### src/source/aha_soc_pkg.sv
/* Platform controller shared definitions: APB widths, register map,
   reset values and the pad drive-strength code type */
`default_nettype none

package aha_soc_pkg;

  // APB register port
  localparam int apb_addr_width = 12;
  localparam int apb_data_width = 32;

  // Output pad drive-strength groups
  localparam int num_pad_groups = 8;
  localparam int pad_ds_width   = 3;

  typedef logic [pad_ds_width-1:0] pad_ds_t;

  localparam pad_ds_t pad_ds_reset = 3'd4;

  // Reset domains
  localparam int num_domains = 4;
  localparam int dom_cpu     = 0;
  localparam int dom_periph  = 1;
  localparam int dom_tlx     = 2;
  localparam int dom_cgra    = 3;

  // Peripheral clock qualifiers
  localparam int num_qualifiers = 3;
  localparam int qual_timer     = 0;
  localparam int qual_uart      = 1;
  localparam int qual_wdog      = 2;

  // SysTick calibration, 10 ms worth of ticks at 100 MHz
  localparam int systick_width = 24;
  localparam logic [systick_width-1:0] systick_calib_reset = 24'h0F_4240;

  localparam logic [apb_data_width-1:0] pctrl_id = 32'hA4A0_0100;

  // Register byte offsets
  localparam logic [apb_addr_width-1:0] reg_id         = 12'h000;
  localparam logic [apb_addr_width-1:0] reg_pad_ds     = 12'h004;
  localparam logic [apb_addr_width-1:0] reg_reset_ctrl = 12'h008;
  localparam logic [apb_addr_width-1:0] reg_timer_div  = 12'h00C;
  localparam logic [apb_addr_width-1:0] reg_uart_div   = 12'h010;
  localparam logic [apb_addr_width-1:0] reg_wdog_div   = 12'h014;
  localparam logic [apb_addr_width-1:0] reg_systick    = 12'h018;

  localparam int loop_sel_width = 4;

endpackage

`default_nettype wire

### src/source/clk_qualifier.sv
/* Programmable clock-enable qualifiers for timer, UART and watchdog,
   one down-counter per qualifier */
`timescale 1ns/1ps
`default_nettype none

module clk_qualifier #(
  parameter int div_width = 8
) (
  input  logic                                                  master_clk,
  input  logic                                                  arst_n,
  input  logic [aha_soc_pkg::num_qualifiers-1:0][div_width-1:0] clk_div,
  output logic [aha_soc_pkg::num_qualifiers-1:0]                clk_en
);

  import aha_soc_pkg::*;

  for (genvar q = 0; q < num_qualifiers; q++) begin : g_qual
    // Divider seen by the counter, to spot a new value
    logic [div_width-1:0] div_q;
    logic [div_width-1:0] cnt_q;

    always_ff @(posedge master_clk or negedge arst_n) begin
      if (!arst_n) begin
        div_q <= '0;
        cnt_q <= '0;
      end else if (clk_div[q] != div_q) begin
        // New divider restarts the period
        div_q <= clk_div[q];
        cnt_q <= clk_div[q];
      end else if (cnt_q == '0) begin
        cnt_q <= div_q;
      end else begin
        cnt_q <= cnt_q - 1'b1;
      end
    end

    // One cycle in every div+1, constant high for div of zero
    assign clk_en[q] = (cnt_q == '0);
  end

endmodule

`default_nettype wire

### config.mk
export PLATFORM = sky130hd
export DESIGN_NAME = clk_qualifier
export DESIGN_NICKNAME = d
export VERILOG_FILES = /design/src/source/aha_soc_pkg.sv /design/src/source/clk_qualifier.sv
export SDC_FILE = /design/constraint.sdc
export NUM_CORES = 1
export LEC_CHECK = 0
export BUFFER_PORTS_ARGS = -buffer_cell sky130_fd_sc_hd__buf_2
export CAP_MARGIN = 20
export CORE_ASPECT_RATIO = 0.75
export CORE_MARGIN = 1.5
export CORE_UTILIZATION = 60
export CTS_BUF_LIST = sky130_fd_sc_hd__clkbuf_4 sky130_fd_sc_hd__clkbuf_8
export CTS_CLUSTER_SIZE = 28
export DETAILED_ROUTE_END_ITERATION = 10
export HOLD_SLACK_MARGIN = 0.03
export PLACE_DENSITY = 0.81
export SYNTH_ARGS = -nofsm -noshare
export SYNTH_HDL_FRONTEND = slang
export SYNTH_SLANG_ARGS = --single-unit
### constraint.sdc
create_clock -name master_clk -period 6.03 [get_ports master_clk]
set_input_delay 1.206 -clock master_clk [delete_from_list [all_inputs] [get_ports master_clk]]
set_output_delay 1.206 -clock master_clk [all_outputs]
set_load 0.03 [all_outputs]
==> Flow_metrics.wiki <==
{| class="wikitable"
! Metric !! Value
|-
| Status || finished, final reports clean
|-
| Total instance count after detailed placement || 291
|-
| Data required time of the worst path || 4.82 ns
|-
| Pin slew with the least headroom to its limit || 0.777 ns
|-
| Critical Path Sink Type || output port
|-
| Layout cell share with drive strength beyond 1 || 27.0%
|-
| Synth-to-layout area growth || 6.41%
|-
| Clock Latency Late Sink || 0.31 ns
|-
| Number of iterations in the first detailed-routing pass || 5
|-
| Area of the die || 4800 um^2
|-
| Number of top-level pins || 29
|-
| Routed WL || 5000 um
|-
| Routability congestion estimate from global placement || 0.822
|-
| Placeable Area || 4130 um^2
|-
| Number of clock sinks || 48
|-
| Number of port buffers || 28
|-
| Maximum vdd drop || 0.201 mV
|-
| Depth of the worst hold-timing path || 2
|-
| Post-CTS Setup Inserts || 0
|-
| Flip-flop and latch count after synthesis || 48
|-
| Synth cell types || 32
|-
| Post-synth top area cell || dfrtp_1
|-
| Startpoint of the worst setup timing path || g_qual[0].cnt_q[2]
|-
| Hold Violations, Final || 0
|-
| Clock transition at the register clock pins on the worst setup and hold paths after CTS || 0.09 ns
|-
| Count of instances resized after the clock tree is built || 0
|-
| Setup slack after layout || 2.58 ns
|-
| Beginning of the worst register-to-register path || g_qual[2].cnt_q[2]
|-
| Total number of H-tree levels || 2
|-
| Global-route wire length before repair || 8270 um
|-
| Max_cap viols || 0
|-
| Slowest CP cell || or4_1
|-
| Detail Placement HPWL || 3520 um
|-
| Residual antenna-violating net count after detailed routing || 0
|-
| Endpoint arrival time on the critical path || 2.24 ns
|-
| Via total after detailed routing || 1740
|-
| Startpoint type of the worst setup path || register
|-
| R2R depth || 4
|-
| Die height || 60.4 um
|-
| Synthesized net count || 271
|-
| Worst hold-check path type || register to register
|-
| Maximum cell stage delay along the critical path || 0.67 ns
|-
| Synth warnings || 0
|-
| RSZ-0062 raised after global routing || no
|-
| Number of vias per cell || 5.82
|-
| Post-route cell area || 2800 um^2
|-
| Max Freq || 290 MHz
|-
| Final Net Count || 275
|-
| Quantity of hold-fixing buffers added after cts || 0
|-
| Detailed Route Iter0 Violations || 171
|-
| Cell area after placement || 2710 um^2
|-
| Setup skew after layout || 0.0109 ns
|-
| Root cell of the clock tree || clkbuf_8
|-
| Inserted Diodes || 0
|-
| Total count of max-transition violations in the final report || 0
|-
| CTS Buf Count || 5
|-
| Largest fanout of any net on the critical path || 7
|-
| TritonCTS clock tree || built
|-
| Total congestion overflow || 0
|-
| Post-route insts no fill || 299
|-
| Post-route minimum period || 3.45 ns
|-
| Netlist area before placement || 2640 um^2
|-
| Fin Setup TNS || 0 ns
|-
| Critical Path, Cell by Cell || or4_1, or3_1, inv_2, buf_2
|-
| Share of Yosys cell area claimed by the top area cell type || 45.6%
|-
| Part of the Yosys area used for sequential elements || 45.6%
|-
| Areal power density over the cells || 228 nW/um^2
|-
| Starting utilization of the core area || 63.8%
|-
| Hold Path Origin || g_qual[1].div_q[0]
|-
| Initial antenna violation count || 0
|-
| Global-route usage over all layers || 23.8%
|-
| Largest net degree at the start of global routing || 49
|-
| Post-detailed-route wirelength per cell || 16.7 um
|-
| Final Util || 67.9%
|-
| Count of unresolved DRC violations after routing || 0
|-
| Pleak || 1.20 nW
|-
| Share of the cycle needed by the critical path after routing || 57.2%
|-
| Total of endpoints with negative setup slack in the final report || 0
|-
| Clock Path Buffers || 2
|-
| Site Rows || 20
|-
| Worst rel slew slack || 48.0%
|-
| Place WS || 2.93 ns
|-
| Horizontal die dimension || 79.5 um
|-
| Largest cells by area after synthesis || dfrtp_1, xnor2_1, mux2_2
|-
| Number of global-route vias before repair || 1687
|-
| Synthesized instance count || 239
|-
| Mean Syn Cell Area || 11.0 um^2
|-
| Worst setup path class || register to output port
|}
path summary, 6_finish.rpt:
kind                                           end  slack (ns)
worst max-delay path                     clk_en[0]        2.58
worst min-delay path            g_qual[1].cnt_q[0]        0.64
worst max register to register  g_qual[2].cnt_q[2]        3.63
worst min register to register  g_qual[1].cnt_q[0]        0.64
max in group asynchronous       g_qual[0].div_q[6]        4.63
min in group asynchronous       g_qual[1].cnt_q[0]        0.98
final cells by class:
cell class              count  area [um^2]
inverters                  10         37.5
fillers                   316         1330
clock inverters             2         10.0
flip-flops and latches     48         1200
multi-input cells         149         1260
well taps                  55         68.8
repair buffers             29          148
clock buffers               6         82.6
Yosys cell counts:
master     instances
a211oi_1           2
a21oi_1            3
a2bb2oi_1          1
a31oi_1            5
buf_2              4
buf_6              2
clkbuf_1          26
dfrtp_1           48
ha_1               6
inv_1              9
inv_2              1
mux2_2            16
mux2_4            12
mux2i_1            6
nand2_1            3
nand2b_1           3
nand3_1            2
nand4_1            6
nor2_1             3
nor2b_1            1
nor3_1             3
nor3b_1            3
nor4_1             8
o211ai_1           1
o21ai_0            7
o21ai_1            2
o31ai_1            9
o32a_1             3
or3_1              8
or4_1              6
xnor2_1           24
xor2_1             6
worst max-delay path, delay by kind of cell (launching register included):
kind | cells | cell delay (ns)
and+or+nand+nor | 2 | 1.23
DFF | 1 | 0.43
buffers and inverters | 2 | 0.27
flip-flops by register name, indices dropped and copies added, names as in the netlist:
name and flops:
g_qual.cnt_q 24, g_qual.div_q 24
where the power goes:
group	switching, mW	internal, mW
combinational	0.0407	0.0429
clock	0.109	0.0917
sequential	0.0168	0.339
total	0.167	0.473
per-layer routing:
layer	GRT usage (%)	wire [um]	vias up
met5	0	0	-
met4	8.27	53	0
li1	-	-	842
met2	34.9	2250	40
met3	7.37	249	4
met1	33.9	2450	854
metrics by stage:
| stage | power (mW) | hold slack [ns] |
|---|---|---|
| 6_report | 0.640 | 0.640 |
| 4_1_cts | 0.643 | 0.642 |
| 3_5_place_dp | 0.444 | 0.631 |
| 2_1_floorplan | 0.416 | 0.598 |
| 3_3_place_gp | 0.441 | 0.621 |
| 5_1_grt | 0.668 | 0.670 |
cell families (layout without fill, tap and decap cells):
| family | after synthesis | in the layout | synth area share, % |
|---|---|---|---|
| adders and majority gates | 6 | 6 | 2.85 |
| xor gates and xnor gates | 30 | 30 | 9.97 |
| buffers and inverters | 42 | 47 | 6.74 |
| and+or+nand+nor | 46 | 46 | 10.5 |
| AOI/OAI and AO/OA | 33 | 33 | 8.36 |
| DFF | 48 | 48 | 45.6 |
| muxes | 34 | 34 | 16.0 |
layout by cell type (no fill, tap or decap), types with 7 or more instances in the layout:
master   netlist  routed
buf_2          4      28
dfrtp_1       48      48
inv_1          9       9
mux2_2        16      16
mux2_4        12      12
nor4_1         8       8
o21ai_0        7       7
o31ai_1        9       9
or3_1          8       8
xnor2_1       24      24
Note: power is estimated with default switching activity, not from simulation.
