`src/source/aha_soc_pkg.sv`:
```
/* Platform controller shared definitions: APB widths, register map,
   reset values and the pad drive-strength code type */
`default_nettype none

package aha_soc_pkg;

  // APB register port
  localparam int apb_addr_width = 12;
  localparam int apb_data_width = 32;

  // Output pad drive-strength groups
  localparam int num_pad_groups = 8;
  localparam int pad_ds_width   = 3;

  typedef logic [pad_ds_width-1:0] pad_ds_t;

  localparam pad_ds_t pad_ds_reset = 3'd4;

  // Reset domains
  localparam int num_domains = 4;
  localparam int dom_cpu     = 0;
  localparam int dom_periph  = 1;
  localparam int dom_tlx     = 2;
  localparam int dom_cgra    = 3;

  // Peripheral clock qualifiers
  localparam int num_qualifiers = 3;
  localparam int qual_timer     = 0;
  localparam int qual_uart      = 1;
  localparam int qual_wdog      = 2;

  // SysTick calibration, 10 ms worth of ticks at 100 MHz
  localparam int systick_width = 24;
  localparam logic [systick_width-1:0] systick_calib_reset = 24'h0F_4240;

  localparam logic [apb_data_width-1:0] pctrl_id = 32'hA4A0_0100;

  // Register byte offsets
  localparam logic [apb_addr_width-1:0] reg_id         = 12'h000;
  localparam logic [apb_addr_width-1:0] reg_pad_ds     = 12'h004;
  localparam logic [apb_addr_width-1:0] reg_reset_ctrl = 12'h008;
  localparam logic [apb_addr_width-1:0] reg_timer_div  = 12'h00C;
  localparam logic [apb_addr_width-1:0] reg_uart_div   = 12'h010;
  localparam logic [apb_addr_width-1:0] reg_wdog_div   = 12'h014;
  localparam logic [apb_addr_width-1:0] reg_systick    = 12'h018;

  localparam int loop_sel_width = 4;

endpackage

`default_nettype wire

```
`src/source/pctrl_regs.sv`:
```
/* APB register slave for the platform controller: pad drive strength,
   software reset holds, qualifier dividers and SysTick calibration */
`timescale 1ns/1ps
`default_nettype none

module pctrl_regs #(
  parameter int div_width = 8
) (
  input  logic                                                  master_clk,
  input  logic                                                  arst_n,

  // APB slave
  input  logic                                                  psel,
  input  logic                                                  penable,
  input  logic                                                  pwrite,
  input  logic [aha_soc_pkg::apb_addr_width-1:0]                paddr,
  input  logic [aha_soc_pkg::apb_data_width-1:0]                pwdata,
  output logic [aha_soc_pkg::apb_data_width-1:0]                prdata,
  output logic                                                  pready,
  output logic                                                  pslverr,

  // Register fields
  output aha_soc_pkg::pad_ds_t [aha_soc_pkg::num_pad_groups-1:0] out_pad_ds,
  output logic [aha_soc_pkg::systick_width-1:0]                 sys_tick_calib,
  output logic [aha_soc_pkg::num_domains-1:0]                   sw_reset_hold,
  output logic [aha_soc_pkg::num_qualifiers-1:0][div_width-1:0] clk_div
);

  import aha_soc_pkg::*;

  localparam int pad_bits = num_pad_groups * pad_ds_width;

  logic                      access;
  logic                      addr_hit;
  logic                      wr_en;
  logic [apb_data_width-1:0] rd_data;

  // ----------------------------------------------------------
  // Access decode
  // ----------------------------------------------------------
  assign access = psel & penable;
  assign wr_en  = access & pwrite & addr_hit;

  // No wait states
  assign pready  = 1'b1;
  assign pslverr = access & ~addr_hit;
  assign prdata  = (access && !pwrite) ? rd_data : '0;

  always_comb begin
    rd_data  = '0;
    addr_hit = 1'b1;
    case (paddr)
      reg_id:         rd_data = pctrl_id;
      reg_pad_ds:     rd_data[pad_bits-1:0] = out_pad_ds;
      reg_reset_ctrl: rd_data[num_domains-1:0] = sw_reset_hold;
      reg_timer_div:  rd_data[div_width-1:0] = clk_div[qual_timer];
      reg_uart_div:   rd_data[div_width-1:0] = clk_div[qual_uart];
      reg_wdog_div:   rd_data[div_width-1:0] = clk_div[qual_wdog];
      reg_systick:    rd_data[systick_width-1:0] = sys_tick_calib;
      default:        addr_hit = 1'b0;
    endcase
  end

  // ----------------------------------------------------------
  // Register file
  // ----------------------------------------------------------
  always_ff @(posedge master_clk or negedge arst_n) begin
    if (!arst_n) begin
      out_pad_ds     <= {num_pad_groups{pad_ds_reset}};
      sys_tick_calib <= systick_calib_reset;
      sw_reset_hold  <= '0;
      clk_div        <= '0;
    end else if (wr_en) begin
      // reg_id is read only and falls through
      case (paddr)
        reg_pad_ds:     out_pad_ds <= pwdata[pad_bits-1:0];
        reg_reset_ctrl: sw_reset_hold <= pwdata[num_domains-1:0];
        reg_timer_div:  clk_div[qual_timer] <= pwdata[div_width-1:0];
        reg_uart_div:   clk_div[qual_uart] <= pwdata[div_width-1:0];
        reg_wdog_div:   clk_div[qual_wdog] <= pwdata[div_width-1:0];
        reg_systick:    sys_tick_calib <= pwdata[systick_width-1:0];
        default:        ;
      endcase
    end
  end

endmodule

`default_nettype wire

```
`config.mk`:
```
export PLATFORM = sky130hd
export DESIGN_NAME = pctrl_regs
export DESIGN_NICKNAME = d
export VERILOG_FILES = /design/src/source/aha_soc_pkg.sv /design/src/source/pctrl_regs.sv
export SDC_FILE = /design/constraint.sdc
export NUM_CORES = 1
export LEC_CHECK = 0
export BUFFER_PORTS_ARGS = -buffer_cell sky130_fd_sc_hd__buf_2
export CAP_MARGIN = 30
export CELL_PAD_IN_SITES_DETAIL_PLACEMENT = 1
export CELL_PAD_IN_SITES_GLOBAL_PLACEMENT = 1
export CORE_UTILIZATION = 25
export CTS_BUF_LIST = sky130_fd_sc_hd__clkbuf_8
export DETAILED_ROUTE_END_ITERATION = 8
export GPL_TIMING_DRIVEN = 0
export PLACE_DENSITY = 0.59
export SLEW_MARGIN = 20
export SYNTH_ARGS = -nofsm -noshare
export SYNTH_HDL_FRONTEND = slang
export SYNTH_SLANG_ARGS = --single-unit
export TNS_END_PERCENT = 5
```
`constraint.sdc`:
```
create_clock -name master_clk -period 3.8 [get_ports master_clk]
set_input_delay 0.57 -clock master_clk [delete_from_list [all_inputs] [get_ports master_clk]]
set_output_delay 0.57 -clock master_clk [all_outputs]
set_load 0.05 [all_outputs]
```
==> results.cfg, run 1 <==
[floorplan]
design.die.area_mm2 = 0.0157
dieHeight_um = 125
die_w_um = 125
io_pins = 159
initial_utilization_pct = 25.9
core.rowCount = 44
coreArea_mm2 = 0.0147

[critical_path]
endpoint_kind = output port
cp_data_required_time_ns = 3.23
arrival_ns = 3.06
crit_fanout = 10
crit_path_max_incr_delay_ns = 0.59
r2r-end = sw_reset_hold[2]$_DFFE_PN0P_
critPathKind = input port to output port
cp_cell_sequence = buf_2, or4_1, buf_2, or4_1, clkbuf_1, nor4_4, buf_4, buf_2
setup.worst_path.start = paddr[9]
reg2regPathDepth = 1
setup.worst_path.start_class = input port
rrSetupSlack_ns = 3.00
path_buf_inv = 5
cp_slowest_cell = or4_1
crit_family = simple AND/OR/NAND/NOR gates
cpMostUsedCell = buf_2
r2r_start = sw_reset_hold[2]$_DFFE_PN0P_

[cts]
clock_latency_ns = 0.36
cts_tree = built
cts_setup_buffers = 0
cts_made_buffers = 9
ctsHoldBuffers = 0
clkSlewWorstSetupHoldPaths_ns = 0.08
clkSinkCount = 76
clock_path_buffers = 2
root_buffer = clkbuf_8
h-tree-depth = 3
cts-resized-gates = 0

[yosys]
yosysMostFrequentCell = dfrtp_1
synth_top_family_by_area = multiplexers
synth_top_cell_by_area = dfrtp_1
postSynthAreaPerCell_um2 = 13.1
netlist_area_mm2 = 0.00380
synth_area_leaders = dfrtp_1 (40%), mux2_2 (14%), mux2_4 (11%)
ys_seq_area_share_pct = 50.5
netlist-cell-type-count = 37
async_reset_ff_share_pct = 100
synth-xor-area-share_pct = 0
ys_top_cells_by_count = dfrtp_1 (61), mux2_2 (48), mux2_4 (28)
synth_edf_count = 0
yosys_register_bits = 76
synth_warnings = 0
yosys.area_share.adder_pct = 0
synthDominantCellAreaShare_pct = 40.1
synthCells = 290
yosys.area_share.simple_pct = 8.88
synthMuxAreaShare_pct = 29.5
synth-compound-area-share_pct = 6.51
ys.flop_type = dfrtp_1

[timing]
rsz0062_at_grt = no
tns_ns = 0
clock.fmax_mhz = 275
setup_violations = 0
min_period_ns = 3.63
tightest_slew_ns = 0.849
hold_viol = 0
timing.final.crit_share_pct = 95.7
slew-limit-headroom_pct = 42.9
drv_slew = 0
fin_skew_ns = 0

[drt]
first_pass_iters = 6
vias = 2970
drtIter0Drc = 84
drt_wl_total_um = 11900
drc = 0
via_per_inst = 4.65
routedWlPerCell_um = 18.6
ant_nets = 0

[final_layout]
fin_nets = 499
syn2layout_area_growth_pct = 31.3
antennaDiodeCount = 0
nFillCells = 1647
drive_gt1_share_pct = 59.1
final_core_util_pct = 34.0

[outcome]
status = complete, no violations

[power_and_ir_drop]
clkPwrFrac_pct = 39.9
p_comb_share_pct = 7.2
internal_power_mw = 1.16
finalPower_mw = 1.53
peakVddDrop_v = 0.0000900
switching_share_pct = 24.6
power_density_mw_per_mm2 = 307
switchingPower_uw = 376
p_leak_nw = 2.72
seqPwrFrac_pct = 53.0

[placed_design]
io_buffer_count = 143
dp_hpwl_um = 8860
place.gp.congestion = 0.735

[global_route]
first_global_vias = 3159
antenna_found_initial = 0
track_usage_pct = 16.0
grt_overflow = 0
grt_max_degree = 43
grt_pass1_wl_um = 18700

[min_path]
hold_path.class = input port to asynchronous set/reset pin

[job]
max_cap_viol_count = 0
## layer usage
| metal | vias up | GRT usage [%] | routed length, um |
|---|---|---|---|
| met5 | - | 0 | 0 |
| met1 | 1509 | 20.1 | 5190 |
| met3 | 10 | 4.84 | 564 |
| met2 | 82 | 26.2 | 6020 |
| met4 | 0 | 5.16 | 127 |
| li1 | 1369 | - | - |
## cell families (layout without fill, tap and decap cells)
group / after synthesis / after routing
mux: 92 / 92
buf+inv: 27 / 188
compound gates: 37 / 37
simple gates: 56 / 56
flops: 76 / 76
other cells: 2 / 6
## flip-flops by register name, indices dropped and copies added (netlist names)
name and flops:
clk_div 24, out_pad_ds 24, sw_reset_hold 4, sys_tick_calib 24
## placed cells by master (no fill, tap or decap), drive strengths merged, types with 2 or more instances in the layout
| master | instances |
|---|---|
| buf | 160 |
| mux2 | 76 |
| dfrtp | 61 |
| clkbuf | 21 |
| mux2i | 16 |
| dfstp | 15 |
| nor2 | 14 |
| a22oi | 13 |
| or3 | 10 |
| nand2 | 10 |
| a31oi | 8 |
| conb | 6 |
| inv | 5 |
| o21ai | 4 |
| a21oi | 4 |
| o2bb2ai | 4 |
| o22ai | 4 |
| nand3 | 4 |
| or4 | 3 |
| nor4 | 3 |
| nand3b | 2 |
| nor3 | 2 |
## metrics by stage
stage / cells / hold WS (ns) / instance area [um^2] / setup slack, ns
final: 639 / 0.158 / 5000 / 0.165
after global routing: 639 / 0.170 / 5000 / 0.0217
after CTS: 638 / 0.158 / 4990 / 0.0905
after detailed placement: 622 / 0.520 / 4800 / 0.106
after global placement: 621 / 0.512 / 4780 / 0.0965
after floorplan: 294 / 0.274 / 3830 / 0.241
## final cells by class
| class | count | area [um^2] | share of cell area (%) |
|---|---|---|---|
| multi-input cells | 191 | 1740 | 34.9 |
| clock inverters | 6 | 50.0 | 1.00 |
| repair buffers | 145 | 743 | 14.9 |
| inverters | 1 | 3.75 | 0.0751 |
| plain buffers | 26 | 166 | 3.33 |
| flip-flops and latches | 76 | 1920 | 38.4 |
| well taps | 184 | 230 | 4.61 |
| clock buffers | 10 | 138 | 2.75 |
## worst max path at each step
stage                             to  slack (ns)  depth (start not counted)
after floorplan            prdata[6]        0.24                          5
after global placement    prdata[29]         0.1                          8
after detailed placement  prdata[31]        0.11                          8
after CTS                 prdata[31]        0.09                          8
after global routing      prdata[31]        0.02                          8
final                     prdata[31]        0.17                          8
## power by group through the flow
stage / combinational, mW / clock, mW / sequential, mW
final: 0.110 / 0.611 / 0.811
after global routing: 0.121 / 0.671 / 0.811
after CTS: 0.112 / 0.641 / 0.811
after detailed placement: 0.112 / 0 / 0.826
after global placement: 0.107 / 0 / 0.826
after floorplan: 0.0472 / 0 / 0.830
No activity file was read; power rests on OpenSTA's default activity.
==> run 2: changes to the inputs <==
--- a/config.mk
+++ b/config.mk
@@ -13,6 +13,7 @@
 export CTS_BUF_LIST = sky130_fd_sc_hd__clkbuf_8
 export DETAILED_ROUTE_END_ITERATION = 8
 export GPL_TIMING_DRIVEN = 0
+export MAX_ROUTING_LAYER = met4
 export PLACE_DENSITY = 0.59
 export SLEW_MARGIN = 20
 export SYNTH_ARGS = -nofsm -noshare
==> constraint.sdc (replaced) <==
create_clock -name master_clk -period 4.15 [get_ports master_clk]
set_input_delay 0.6225 -clock master_clk [delete_from_list [all_inputs] [get_ports master_clk]]
set_output_delay 0.6225 -clock master_clk [all_outputs]
set_load 0.05 [all_outputs]
==> results.cfg, run 2 (same netlist as run 1, synthesis figures left out) <==
[timing]
fin_skew_ns = 0
tightest_slew_ns = 0.834
clock.fmax_mhz = 262
min_period_ns = 3.81
drv_slew = 0
tns_ns = 0
setup_violations = 0
timing.final.crit_share_pct = 91.9
setup_slack_ns = 0.338
rsz0062_at_grt = no
hold_viol = 0
slew-limit-headroom_pct = 43.9

[critical_path]
r2r_start = sw_reset_hold[2]$_DFFE_PN0P_
cp_data_required_time_ns = 3.53
critPathKind = input port to output port
setup.worst_path.start_class = input port
endpoint_kind = output port
reg2regPathDepth = 1
r2r-end = sw_reset_hold[2]$_DFFE_PN0P_
setup.worst_path.start = paddr[9]
crit_fanout = 10
rrSetupSlack_ns = 3.35
arrival_ns = 3.19

[cts]
cts_tree = built
clock_path_buffers = 2
cts_made_buffers = 9
root_buffer = clkbuf_8
h-tree-depth = 3
cts-resized-gates = 0
cts_setup_buffers = 0
clkSlewWorstSetupHoldPaths_ns = 0.08
clock_latency_ns = 0.36
ctsHoldBuffers = 0
clkSinkCount = 76

[global_route]
grt_pass1_wl_um = 18100
grt_overflow = 0
antenna_found_initial = 0
track_usage_pct = 15.9
first_global_vias = 3105
grt_max_degree = 55

[drt]
drt_wl_total_um = 11700
drtIter0Drc = 115
first_pass_iters = 9
via_per_inst = 4.67
vias = 2977
routedWlPerCell_um = 18.3
ant_nets = 0
drc = 9

[power_and_ir_drop]
finalPower_mw = 1.43
peakVddDrop_v = 0.000219
power_density_mw_per_mm2 = 286
p_leak_nw = 2.71

[floorplan]
core.rowCount = 44
io_pins = 159
design.die.area_mm2 = 0.0157
dieHeight_um = 125
initial_utilization_pct = 25.9
coreArea_mm2 = 0.0147
die_w_um = 125

[final_layout]
mostFrequentLayoutCells = buf_2 (143), dfrtp_1 (61), mux2_2 (48)
antennaDiodeCount = 0
stdcell_area_mm2 = 0.00500
nFillCells = 1646
syn2layout_area_growth_pct = 31.5
reg_top3 = clk_div (24), out_pad_ds (24), sys_tick_calib (24)
mostFrequentLayoutCell = buf_2
regArea_mm2 = 0.00192
multiInputGateArea_mm2 = 0.00174
stdcell_count = 638
fin_nets = 498
drive_gt1_share_pct = 59.7

[placed_design]
preCtsSetupSlack_ns = 0.278
dpl-instance-area_mm2 = 0.00480
place_inst = 622
dp_hpwl_um = 8640
io_buffer_count = 143
place.gp.congestion = 0.760

[outcome]
violations = design-rule violations
status = complete, but fails checks

[min_path]
hold_path.class = input port to asynchronous set/reset pin

[job]
max_cap_viol_count = 0
[run 2: cell types whose count changed in the layout (fill, tap and decap cells not counted)]
cell	previous run	this run
clkbuf_2	1	0
nor4_2	0	1
nor4_4	2	1
clkinv_2	1	2
clkinvlp_4	0	1
inv_1	5	2
buf_16	0	1
buf_12	1	0
clkbuf_8	10	11
[run 2: power breakdown]
part / switching [mW] / internal (mW) / leakage (nW)
combinational: 0.0698 / 0.0316 / 1.60
clock: 0.281 / 0.306 / 0.107
sequential: 0.000758 / 0.742 / 1.01
[run 2: worst max-delay path by stage]
stage | endpoint | slack, ns
2_1_floorplan | prdata[29] | 0.20
3_3_place_gp | prdata[31] | 0.29
3_5_place_dp | prdata[31] | 0.28
4_1_cts | prdata[31] | 0.26
5_1_grt | prdata[31] | 0.15
6_report | prdata[31] | 0.34
[run 2: final cells by class]
cell class | instances | share of cell area, %
Clock buffer | 11 | 3.02
Sequential cell | 76 | 38.4
Tap cell | 184 | 4.60
Buffer | 26 | 3.33
Timing Repair Buffer | 144 | 14.9
Inverter | 1 | 0.0750
Multi-Input combinational cell | 191 | 34.7
Clock inverter | 5 | 1.03
[run 2: stage by stage]
| step | utilization (%) | hold slack [ns] |
|---|---|---|
| 5_1_grt | 34.0 | 0.143 |
| 2_1_floorplan | - | 0.327 |
| 6_report | 34.0 | 0.142 |
| 4_1_cts | 34.0 | 0.136 |
| 3_3_place_gp | 32.5 | 0.513 |
| 3_5_place_dp | 32.7 | 0.518 |
[run 2: worst max-delay path, stage by stage]
cell and delay (ns):
buf_2 0.09, or4_1 0.57, buf_2 0.19, or4_1 0.59
clkbuf_1 0.35, nor4_2 0.35, buf_4 0.17, buf_2 0.25
[run 2: routing by layer]
layer  global-route usage [%]  up-vias  share of wire (%)
li1                         -     1364                  -
met1                     20.2     1511                 47
met2                     24.1       92                 47
met3                     4.66       10                5.3
met4                     5.16        0                1.4
met5                        -        -                  0
==> run 3: changes to the inputs <==
--- a/config.mk
+++ b/config.mk
@@ -11,10 +11,11 @@
 export CELL_PAD_IN_SITES_GLOBAL_PLACEMENT = 1
 export CORE_UTILIZATION = 25
 export CTS_BUF_LIST = sky130_fd_sc_hd__clkbuf_8
+export CTS_CLUSTER_SIZE = 40
 export DETAILED_ROUTE_END_ITERATION = 8
 export GPL_TIMING_DRIVEN = 0
 export MAX_ROUTING_LAYER = met4
-export PLACE_DENSITY = 0.59
+export PLACE_DENSITY = 0.61
 export SLEW_MARGIN = 20
 export SYNTH_ARGS = -nofsm -noshare
 export SYNTH_HDL_FRONTEND = slang
==> results.cfg, run 3 (same netlist as run 1, synthesis figures left out) <==
[cts]
root_buffer = clkbuf_8
h-tree-depth = 3
ctsHoldBuffers = 0
clkSinkCount = 76
cts_tree = built
clock_latency_ns = 0.36
cts-resized-gates = 0
clock_path_buffers = 2
cts_setup_buffers = 0
clkSlewWorstSetupHoldPaths_ns = 0.08
cts_made_buffers = 9

[drt]
routedWlPerCell_um = 18.4
drt_wl_total_um = 11700
ant_nets = 0
via_per_inst = 4.72
drtIter0Drc = 94
vias = 3013
first_pass_iters = 6
drc = 7

[final_layout]
final_core_util_pct = 33.9
syn2layout_area_growth_pct = 31.1
stdcell_area_mm2 = 0.00499
mostFrequentLayoutCells = buf_2 (143), dfrtp_1 (61), mux2_2 (48)
drive_gt1_share_pct = 59.3
reg_top3 = clk_div (24), out_pad_ds (24), sys_tick_calib (24)
mostFrequentLayoutCell = buf_2
fin_nets = 498
antennaDiodeCount = 0

[critical_path]
crit_cells = 8
endpoint_kind = output port
cp_cell_sequence = buf_2, or4_1, buf_2, or4_1, clkbuf_1, nor4_2, buf_4, buf_2
critPathKind = input port to output port
reg2regPathDepth = 1
cp_slowest_cell = or4_1
cpMostUsedCell = buf_2
path_buf_inv = 5
crit_family = simple AND/OR/NAND/NOR gates
arrival_ns = 3.16
cp_data_required_time_ns = 3.53
crit_path_max_incr_delay_ns = 0.58
setup.worst_path.start_class = input port
crit_fanout = 10

[floorplan]
io_pins = 159
coreArea_mm2 = 0.0147
initial_utilization_pct = 25.9
die_w_um = 125
design.die.area_mm2 = 0.0157
dieHeight_um = 125
core.rowCount = 44

[placed_design]
dp_hpwl_um = 8790
io_buffer_count = 143
place.gp.congestion = 0.740
dpl-instance-area_mm2 = 0.00479

[min_path]
hold_path.class = input port to asynchronous set/reset pin

[global_route]
grt_max_degree = 40
track_usage_pct = 15.9
first_global_vias = 3174
grt_overflow = 0
grt_pass1_wl_um = 18300
antenna_found_initial = 0

[timing]
min_period_ns = 3.78
hold_viol = 0
slew-limit-headroom_pct = 36.4
clock.fmax_mhz = 264
drv_slew = 0
rsz0062_at_grt = no
fin_skew_ns = 0
hold-worst-slack_ns = 0.227
timing.final.crit_share_pct = 91.2
tightest_slew_ns = 0.946
setup_violations = 0
tns_ns = 0

[power_and_ir_drop]
p_leak_nw = 2.71
finalPower_mw = 1.41
peakVddDrop_v = 0.000160
power_density_mw_per_mm2 = 283

[job]
max_cap_viol_count = 0

[outcome]
violations = design-rule violations
status = complete, but fails checks
[run 3: cell types whose count changed in the layout (fill, tap and decap cells not counted), sizes merged]
cell | before | now
inv | 2 | 4
clkbuf | 21 | 20
clkinv | 2 | 1
[run 3: stage by stage]
step                      instances  setup slack, ns
after floorplan                 294            0.198
after global placement          621            0.342
after detailed placement        622            0.338
after CTS                       638            0.328
after global routing            638            0.195
final                           638            0.365
[run 3: cell type report]
class	count	area, um^2
plain buffers	26	166
clock buffers	10	138
clock inverters	6	57.6
fillers	1645	9710
inverters	1	3.75
multi-input cells	191	1740
flip-flops and latches	76	1920
well taps	184	230
repair buffers	144	738
[run 3: metal layers]
metal	up-vias	wire length [um]	part of all wire [%]	track usage (%)
met1	1519	5350	46	20.5
met3	17	686	5.9	4.02
li1	1371	-	-	-
met2	106	5470	47	24.0
met5	-	0	0	-
met4	0	206	1.8	6.31
[run 3: power breakdown]
group	switching, mW	internal (mW)	total [mW]	leakage [nW]
sequential	0.000745	0.742	0.743	1.01
clock	0.278	0.289	0.567	0.106
combinational	0.0708	0.0308	0.102	1.59
total	0.349	1.06	1.41	2.71
[run 3: final timing paths]
kind                                                    start                             to  slack (ns)
worst max-delay path                                 paddr[9]                     prdata[29]        0.37
worst min-delay path                                   arst_n      out_pad_ds[6]$_DFFE_PN0P_        0.23
worst max register to register  sys_tick_calib[8]$_DFFE_PN0P_  sys_tick_calib[8]$_DFFE_PN0P_        3.35
worst min register to register        clk_div[11]$_DFFE_PN0P_        clk_div[11]$_DFFE_PN0P_        0.54
max in group asynchronous                              arst_n  sys_tick_calib[9]$_DFFE_PN1P_        3.25
min in group master_clk                             pwdata[9]      out_pad_ds[9]$_DFFE_PN0P_        0.50
